==> src/conv_config.svh <==
// conv engine configuration
// data widths, kernel size and map size limits

`ifndef CONV_CONFIG_SVH
`define CONV_CONFIG_SVH

// --------------------
// data widths
`define PIXEL_W 8
`define WEIGHT_W 8
`define ACC_W 20    // 9 taps of 8x8 products plus sign

// --------------------
// geometry
`define K_DIM 3
`define MAX_MAP_DIM 16

// write-back clamp
`define RES_MAX 127

`endif

==> src/conv_data_pkg.sv <==
// conv data types
// map pixels, kernel weights and dot-product sums

`include "conv_config.svh"

package conv_data_pkg;

  // map and result values
  typedef logic signed [`PIXEL_W-1:0] pixel_t;

  // kernel taps
  typedef logic signed [`WEIGHT_W-1:0] weight_t;

  // sum over one 3x3 patch
  typedef logic signed [`ACC_W-1:0] acc_t;

endpackage

==> src/conv_geom_pkg.sv <==
// conv geometry types
// buffer addresses, side lengths and stride code

`include "conv_config.svh"

package conv_geom_pkg;

  // map and result buffer index, row-major
  typedef logic [$clog2(`MAX_MAP_DIM*`MAX_MAP_DIM)-1:0] map_addr_t;

  // kernel buffer index
  typedef logic [$clog2(`K_DIM*`K_DIM)-1:0] tap_addr_t;

  // side length, one spare bit so MAX_MAP_DIM fits
  typedef logic [$clog2(`MAX_MAP_DIM):0] dim_t;

  typedef logic stride_t;   // 0 stride 1, 1 stride 2

endpackage

==> src/word_ram.sv <==
// word_ram
// one write port, one registered read port, word type set by parameter

`timescale 1ns/10ps

module word_ram #(
  parameter type word_t = logic [7:0],
  parameter int DEPTH = 256
) (
  input  logic                     clk,
  input  logic                     we,
  input  logic [$clog2(DEPTH)-1:0] waddr,
  input  word_t                    wdata,
  input  logic [$clog2(DEPTH)-1:0] raddr,
  output word_t                    rdata
);

  word_t mem [DEPTH];

  always_ff @(posedge clk) begin
    if (we) begin
      mem[waddr] <= wdata;
    end
    rdata <= mem[raddr];   // read-before-write on a collision
  end

endmodule

==> src/patch_gen.sv <==
// patch_gen
// walks every output pixel and its nine kernel taps, one tap per cycle,
// and issues map and kernel read addresses with aligned tap markers

`timescale 1ns/10ps

`include "conv_config.svh"

module patch_gen (
  input  logic                    clk,
  input  logic                    rst,
  input  logic                    start,
  input  conv_geom_pkg::dim_t     map_dim,
  input  conv_geom_pkg::stride_t  stride,
  output conv_geom_pkg::map_addr_t map_raddr,
  output conv_geom_pkg::tap_addr_t kernel_raddr,
  output logic                    tap_valid,
  output logic                    tap_first,
  output logic                    tap_last,
  output conv_geom_pkg::map_addr_t tap_idx,
  output logic                    busy
);

  import conv_geom_pkg::*;

  localparam int KW = $clog2(`K_DIM);
  localparam tap_addr_t TAP_LAST = tap_addr_t'(`K_DIM * `K_DIM - 1);
  // last tap issue -> ram -> mac -> result write
  localparam logic [1:0] DRAIN = 2'd3;

  dim_t      dim_q;
  stride_t   stride_q;
  dim_t      out_dim;
  dim_t      orow;
  dim_t      ocol;
  logic [KW-1:0] ki;
  logic [KW-1:0] kj;
  tap_addr_t tap_cnt;
  map_addr_t pix_idx;
  logic      issuing;
  logic [1:0] drain_cnt;

  logic      last_tap;
  logic      last_pix;
  map_addr_t row_pos;
  map_addr_t col_pos;

  assign last_tap = (tap_cnt == TAP_LAST);
  assign last_pix = (orow == out_dim - dim_t'(1)) && (ocol == out_dim - dim_t'(1));

  // (row*s + ki)*map_dim + col*s + kj
  always_comb begin
    row_pos = (map_addr_t'(orow) << stride_q) + map_addr_t'(ki);
    col_pos = (map_addr_t'(ocol) << stride_q) + map_addr_t'(kj);
  end

  assign map_raddr    = row_pos * map_addr_t'(dim_q) + col_pos;
  assign kernel_raddr = tap_cnt;   // row-major kernel

  // --------------------
  // counters and run control
  always_ff @(posedge clk or posedge rst) begin
    if (rst) begin
      busy      <= 1'b0;
      issuing   <= 1'b0;
      drain_cnt <= '0;
      dim_q     <= '0;
      stride_q  <= 1'b0;
      out_dim   <= '0;
      orow      <= '0;
      ocol      <= '0;
      ki        <= '0;
      kj        <= '0;
      tap_cnt   <= '0;
      pix_idx   <= '0;
      tap_valid <= 1'b0;
      tap_first <= 1'b0;
      tap_last  <= 1'b0;
    end else begin
      if (start && !busy) begin
        busy     <= 1'b1;
        issuing  <= 1'b1;
        dim_q    <= map_dim;
        stride_q <= stride;
        out_dim  <= ((map_dim - dim_t'(`K_DIM)) >> stride) + dim_t'(1);
        orow     <= '0;
        ocol     <= '0;
        ki       <= '0;
        kj       <= '0;
        tap_cnt  <= '0;
        pix_idx  <= '0;
      end else if (issuing) begin
        if (kj == KW'(`K_DIM - 1)) begin
          kj <= '0;
          if (ki == KW'(`K_DIM - 1)) begin
            ki <= '0;
          end else begin
            ki <= ki + 1'b1;
          end
        end else begin
          kj <= kj + 1'b1;
        end
        if (last_tap) begin
          tap_cnt <= '0;
          pix_idx <= pix_idx + 1'b1;
          if (ocol == out_dim - dim_t'(1)) begin
            ocol <= '0;
            orow <= orow + 1'b1;
          end else begin
            ocol <= ocol + 1'b1;
          end
          if (last_pix) begin
            issuing   <= 1'b0;
            drain_cnt <= DRAIN;
          end
        end else begin
          tap_cnt <= tap_cnt + 1'b1;
        end
      end else if (busy) begin
        // let the pipeline empty so busy drops with done
        drain_cnt <= drain_cnt - 1'b1;
        if (drain_cnt == 2'd1) begin
          busy <= 1'b0;
        end
      end

      // markers follow the ram read by one cycle
      tap_valid <= issuing;
      tap_first <= issuing && (tap_cnt == '0);
      tap_last  <= issuing && last_tap;
    end
  end

  always_ff @(posedge clk) begin
    tap_idx <= pix_idx;
  end

endmodule

==> src/mac_unit.sv <==
// mac_unit
// multiply-accumulate over the nine taps of one output pixel

`timescale 1ns/10ps

module mac_unit (
  input  logic                     clk,
  input  logic                     rst,
  input  logic                     tap_valid,
  input  logic                     tap_first,
  input  logic                     tap_last,
  input  conv_geom_pkg::map_addr_t tap_idx,
  input  conv_data_pkg::pixel_t    pixel,
  input  conv_data_pkg::weight_t   weight,
  output logic                     acc_valid,
  output conv_data_pkg::acc_t      acc,
  output conv_geom_pkg::map_addr_t acc_idx,
  output logic                     acc_last
);

  import conv_data_pkg::*;

  acc_t prod;
  acc_t sum;
  acc_t next_sum;

  // sign-extend both operands before the multiply
  assign prod     = acc_t'(pixel) * acc_t'(weight);
  assign next_sum = tap_first ? prod : sum + prod;

  always_ff @(posedge clk or posedge rst) begin
    if (rst) begin
      acc_valid <= 1'b0;
    end else begin
      acc_valid <= tap_valid && tap_last;
    end
  end

  // --------------------
  // running sum and output word
  always_ff @(posedge clk) begin
    if (tap_valid) begin
      sum <= next_sum;
      if (tap_last) begin
        acc     <= next_sum;   // next pixel may start right away
        acc_idx <= tap_idx;
      end
    end
  end

  // taps run back to back within a pass, so no tap behind
  // the final sum means the pass is over
  assign acc_last = acc_valid && !tap_valid;

endmodule

==> src/result_store.sv <==
// result_store
// ReLU and clamp on each sum, write-back to the result buffer,
// running argmax over the stored values

`timescale 1ns/10ps

`include "conv_config.svh"

module result_store (
  input  logic                     clk,
  input  logic                     rst,
  input  logic                     start,
  input  logic                     acc_valid,
  input  logic                     acc_last,
  input  conv_data_pkg::acc_t      acc,
  input  conv_geom_pkg::map_addr_t acc_idx,
  output logic                     res_we,
  output conv_geom_pkg::map_addr_t res_waddr,
  output conv_data_pkg::pixel_t    res_wdata,
  output conv_geom_pkg::map_addr_t max_idx,
  output conv_data_pkg::pixel_t    max_val,
  output logic                     done
);

  import conv_data_pkg::*;

  pixel_t relu_val;
  logic   wr_last;
  logic   active;   // a run is in flight, later starts are ignored

  always_comb begin
    if (acc < 0) begin
      relu_val = '0;
    end else if (acc > acc_t'(`RES_MAX)) begin
      relu_val = pixel_t'(`RES_MAX);
    end else begin
      relu_val = pixel_t'(acc);
    end
  end

  // --------------------
  // write strobe and run tracking
  always_ff @(posedge clk or posedge rst) begin
    if (rst) begin
      res_we  <= 1'b0;
      wr_last <= 1'b0;
      done    <= 1'b0;
      active  <= 1'b0;
      max_idx <= '0;
      max_val <= '0;
    end else begin
      res_we  <= acc_valid;
      wr_last <= acc_valid && acc_last;
      done    <= res_we && wr_last;

      if (start && !active) begin
        active  <= 1'b1;
        max_idx <= '0;
        max_val <= '0;
      end else begin
        if (res_we && wr_last) begin
          active <= 1'b0;
        end
        // strictly greater keeps the lowest index on ties
        if (res_we && (res_wdata > max_val)) begin
          max_val <= res_wdata;
          max_idx <= res_waddr;
        end
      end
    end
  end

  always_ff @(posedge clk) begin
    if (acc_valid) begin
      res_waddr <= acc_idx;
      res_wdata <= relu_val;
    end
  end

endmodule

==> src/conv_engine.sv <==
// conv_engine
// single-channel 3x3 convolution with ReLU write-back and argmax

`timescale 1ns/10ps

`include "conv_config.svh"

module conv_engine (
  input  logic                     clk,
  input  logic                     rst,
  input  logic                     start,
  input  conv_geom_pkg::dim_t      map_dim,
  input  conv_geom_pkg::stride_t   stride,
  input  logic                     map_we,
  input  conv_geom_pkg::map_addr_t map_addr,
  input  conv_data_pkg::pixel_t    map_wdata,
  input  logic                     kernel_we,
  input  conv_geom_pkg::tap_addr_t kernel_addr,
  input  conv_data_pkg::weight_t   kernel_wdata,
  input  conv_geom_pkg::map_addr_t res_addr,
  output conv_data_pkg::pixel_t    res_rdata,
  output logic                     busy,
  output logic                     done,
  output conv_geom_pkg::map_addr_t max_idx,
  output conv_data_pkg::pixel_t    max_val
);

  import conv_data_pkg::*;
  import conv_geom_pkg::*;

  map_addr_t map_raddr;
  tap_addr_t kernel_raddr;
  pixel_t    map_rdata;
  weight_t   kernel_rdata;

  logic      tap_valid;
  logic      tap_first;
  logic      tap_last;
  map_addr_t tap_idx;

  logic      acc_valid;
  logic      acc_last;
  acc_t      acc;
  map_addr_t acc_idx;

  logic      res_we;
  map_addr_t res_waddr;
  pixel_t    res_wdata;

  // --------------------
  // input side
  word_ram #(.word_t(pixel_t), .DEPTH(`MAX_MAP_DIM * `MAX_MAP_DIM)) map_ram (
    .clk(clk), .we(map_we), .waddr(map_addr), .wdata(map_wdata),
    .raddr(map_raddr), .rdata(map_rdata)
  );

  word_ram #(.word_t(weight_t), .DEPTH(`K_DIM * `K_DIM)) kernel_ram (
    .clk(clk), .we(kernel_we), .waddr(kernel_addr), .wdata(kernel_wdata),
    .raddr(kernel_raddr), .rdata(kernel_rdata)
  );

  // --------------------
  // processing
  patch_gen patch_gen_i (
    .clk(clk), .rst(rst), .start(start), .map_dim(map_dim), .stride(stride),
    .map_raddr(map_raddr), .kernel_raddr(kernel_raddr),
    .tap_valid(tap_valid), .tap_first(tap_first), .tap_last(tap_last),
    .tap_idx(tap_idx), .busy(busy)
  );

  mac_unit mac_unit_i (
    .clk(clk), .rst(rst),
    .tap_valid(tap_valid), .tap_first(tap_first), .tap_last(tap_last),
    .tap_idx(tap_idx), .pixel(map_rdata), .weight(kernel_rdata),
    .acc_valid(acc_valid), .acc(acc), .acc_idx(acc_idx), .acc_last(acc_last)
  );

  // --------------------
  // output side
  result_store result_store_i (
    .clk(clk), .rst(rst), .start(start),
    .acc_valid(acc_valid), .acc_last(acc_last), .acc(acc), .acc_idx(acc_idx),
    .res_we(res_we), .res_waddr(res_waddr), .res_wdata(res_wdata),
    .max_idx(max_idx), .max_val(max_val), .done(done)
  );

  word_ram #(.word_t(pixel_t), .DEPTH(`MAX_MAP_DIM * `MAX_MAP_DIM)) res_ram (
    .clk(clk), .we(res_we), .waddr(res_waddr), .wdata(res_wdata),
    .raddr(res_addr), .rdata(res_rdata)   // read by the outside
  );

endmodule

==> config.mk <==
export PLATFORM = sky130hd
export DESIGN_NAME = conv_engine
export DESIGN_NICKNAME = d
export VERILOG_FILES = /design/src/conv_data_pkg.sv /design/src/conv_geom_pkg.sv /design/src/word_ram.sv /design/src/patch_gen.sv /design/src/mac_unit.sv /design/src/result_store.sv /design/src/conv_engine.sv
export VERILOG_INCLUDE_DIRS = /design/src /design/src/src
export SDC_FILE = /design/constraint.sdc
export NUM_CORES = 2
export LEC_CHECK = 0
export BUFFER_PORTS_ARGS = -buffer_cell sky130_fd_sc_hd__buf_4
export CAP_MARGIN = 30
export CORE_UTILIZATION = 45
export DETAILED_ROUTE_END_ITERATION = 12
export RECOVER_POWER = 25
export SYNTH_ARGS = -nofsm -noshare
export SYNTH_HDL_FRONTEND = slang
export SYNTH_HIERARCHICAL = 1
export SYNTH_MEMORY_MAX_BITS = 65536
export SYNTH_SLANG_ARGS = --single-unit
==> constraint.sdc <==
create_clock -name clk -period 12.2 [get_ports clk]
set_input_delay 1.22 -clock clk [delete_from_list [all_inputs] [get_ports clk]]
set_output_delay 1.22 -clock clk [all_outputs]
set_load 0.1 [all_outputs]
==> results by group <==
Placed design
  • GPL Wtd Cong: 0.8931
  • # port buffers: 72
  • Final HPWL DP: 266.8 mm

Global routing
  • First-pass GRT wire length: 624.9 mm
  • Overall Global Routing Usage: 0.2204
  • Vias in the first global route: 86227
  • Initial antenna violation count: 15
  • Global route total overflow: 0
  • Largest net degree at the start of global routing: 197

Synth
  • Seq/Total Area, Yosys: 0.7478
  • Area leader, netlist: edfxtp_1
  • Top cell type's share of synthesized area: 0.7347
  • FF+latch count, synth: 4329
  • Yosys Warn Count: 6
  • Async S/R FF share, synth: 0.01502
  • Synth cell count leaders: edfxtp_1, mux4_2, nor2_1, mux2i_1, a22oi_1
  • Main synth FF type: edfxtp_1
  • Synth area leaders: edfxtp_1, mux4_2, mux2i_1
  • Post-Synthesis Cells: 8685
  • Most common cell in the netlist: edfxtp_1
  • Avg Synthesized Cell Area: 19.92 µm²
  • Post-synth EDFFs: 4232
  • Number of distinct library cells after synthesis: 105
  • Mapped cell area: 173000 µm²
  • Mapped Nets: 8889

Critical path
  • Max incr delay on CP: 5.96 ns
  • Reg-to-reg endpoint: res_ram/mem[57][7]
  • Reg2Reg Setup Slack: 3.83 ns
  • Critical R2R Launch: result_store_i/res_wdata[7]
  • Cell family with most CP delay: buffers and inverters
  • CP cell instances: clkbuf_1 -> buf_4
  • Critical Path AT: 9.00 ns
  • Worst path buffer plus inverter count: 2
  • Worst Setup End Kind: flip-flop
  • Crit start category: flip-flop
  • CP max stage cell: clkbuf_1
  • R2R depth: 2
  • CP Class: reg -> reg
  • CP max FO: 174
  • Critical path required time: 12.83 ns

Die
  • # IOs: 73
  • Die Width: 622.0 µm
  • Die Footprint: 386900 µm²
  • Die Span Y: 622.0 µm
  • Row count: 227
  • Core area: 382300 µm²
  • Initial Util: 0.4525

Detailed routing
  • DRT Wirelength: 434.5 mm
  • Post-DR wirelength/cell: 30.42 µm
  • Post-route ant nets: 0
  • Via/cell ratio: 6.059
  • Drt drc: 0
  • Drt pass-1 iters: 6
  • Iteration-0 DRC Markers: 9698
  • Vias: 86547

Final layout
  • Fin nets: 9095
  • Final core utilization: 0.5030
  • Layout cell share with drive strength beyond 1: 0.2006
  • Area delta synth->final: 11.17%

CTS
  • TritonCTS clock tree: done
  • Post-CTS Setup Bufs: 0
  • Clk buf depth: 4
  • Root Buffer: clkbuf_16
  • Clk slew on worst S/H paths: 0.06 ns
  • # resized after CTS: 0
  • Inserted Clock Buffers: 429
  • H-tree levels: 5
  • Clock latency at the later pin of the worst-skew pair: 0.99 ns
  • CTS Sinks: 4329
  • CTS hold repair buffers: 0

STA
  • TNS Setup: 0 ns
  • Final hold vios: 0
  • Period utilization: 0.6861
  • Worst-Margin Slew: 8.665 ns
  • Final Setup Violations: 0
  • Final Skew: 0.07327 ns
  • Tmin final: 8.370 ns
  • Unrepaired setup endpoints after global routing: false
  • Pins over their slew limit: 2067
  • Slew headroom: -4.777
  • Fmax: 119.5 MHz

Min path
  • Hold Crit Class: in -> async

Outcome
  • Failing checks: max-capacitance violations, max-slew violations
  • Run status: finished with violations

Job
  • MaxCap Viol Count: 23
[cells in the final DEF, fill, tap and decap left out, types with 13 or more instances in the layout]
cell,synthesis,final
nand4_1,26,26
clkbuf_16,0,438
o221ai_1,92,92
nor3_1,52,52
o22ai_1,65,65
nor4_1,56,51
clkbuf_1,237,143
ha_1,83,82
o211ai_1,24,24
nor2_1,608,602
nand2b_1,26,26
and2_1,72,67
clkinv_1,2,96
a21oi_1,242,242
bufinv_16,0,33
nand2_1,170,168
clkinv_2,1,69
xor2_1,18,17
dfrtp_1,65,65
mux2_2,27,27
clkinvlp_4,0,15
xnor2_1,40,36
a31oi_1,13,13
dfxtp_1,32,32
a211oi_1,34,34
a221oi_1,27,27
buf_12,17,14
nand3_1,87,87
a22o_1,24,24
o21ai_1,16,16
a22oi_1,266,266
nor2b_1,76,69
mux4_2,908,908
buf_4,57,177
inv_1,147,147
o21ai_0,59,59
fa_1,74,73
edfxtp_1,4232,4232
mux2i_1,295,295
[layer usage]
layer / vias up / GRT usage / share of wire
met2: 3616 / 0.3593 / 0.49
met1: 46123 / 0.3067 / 0.40
met5: - / 0 / 0.00011
li1: 36029 / - / -
met3: 771 / 0.02962 / 0.071
met4: 8 / 0.07780 / 0.038
[worst max path at each step]
stage | start | cells past startpoint | end | slack (ns)
finish | result_store_i/res_wdata[7] | 2 | res_ram/mem[57][7] | 3.83
global route | result_store_i/res_wdata[7] | 2 | res_ram/mem[23][7] | 3.13
CTS | patch_gen_i/stride_q | 21 | map_ram/rdata[5] | 4.44
detailed placement | patch_gen_i/stride_q | 21 | map_ram/rdata[5] | 4.55
global placement | patch_gen_i/stride_q | 22 | map_ram/rdata[7] | 4.36
floorplan | patch_gen_i/stride_q | 25 | map_ram/rdata[7] | 5.70
[registers in the layout, indices dropped and copies added, names as in the netlist, 20 cells and up]
name,count
map_ram/mem,2048
res_ram/mem,2048
kernel_ram/mem,72
mac_unit_i/acc,20
mac_unit_i/sum,20
[layout make-up]
cell class              instances  area, µm²
diodes                          6      15.01
clock buffers                 542      11400
clock inverters               238       2165
fillers                     30398     190000
inverters                     150      564.3
multi-input cells            3705      40100
flip-flops and latches       4329     129300
well taps                    5038       6304
repair buffers                276       2399
[cell families (layout without fill, tap and decap cells)]
logic type	Yosys count	after routing	synth area share
flops	4329	4329	0.7478
simple gates	1258	1258	0.03429
mux	1234	1234	0.1377
compound gates	990	990	0.04036
buf+inv	651	1206	0.02144
fa+ha+maj	157	157	0.01457
xor+xnor	65	65	0.003863
other cells	1	7	0.00002168
[per-stage QoR]
stage	instance area (µm²)	hold slack [ns]	setup slack, ns	cells
after floorplan	173000	0.3487	5.704	8685
after global placement	178200	0.3665	4.356	13436
after detailed placement	178700	0.3803	4.554	13482
after CTS	192200	0.02999	4.444	14262
after global routing	192300	0.08599	3.129	14280
final	192300	0.1230	3.830	14284
Power is not shown: default switching activity piles up to over one toggle a cycle in this logic, so the estimate is an artifact.
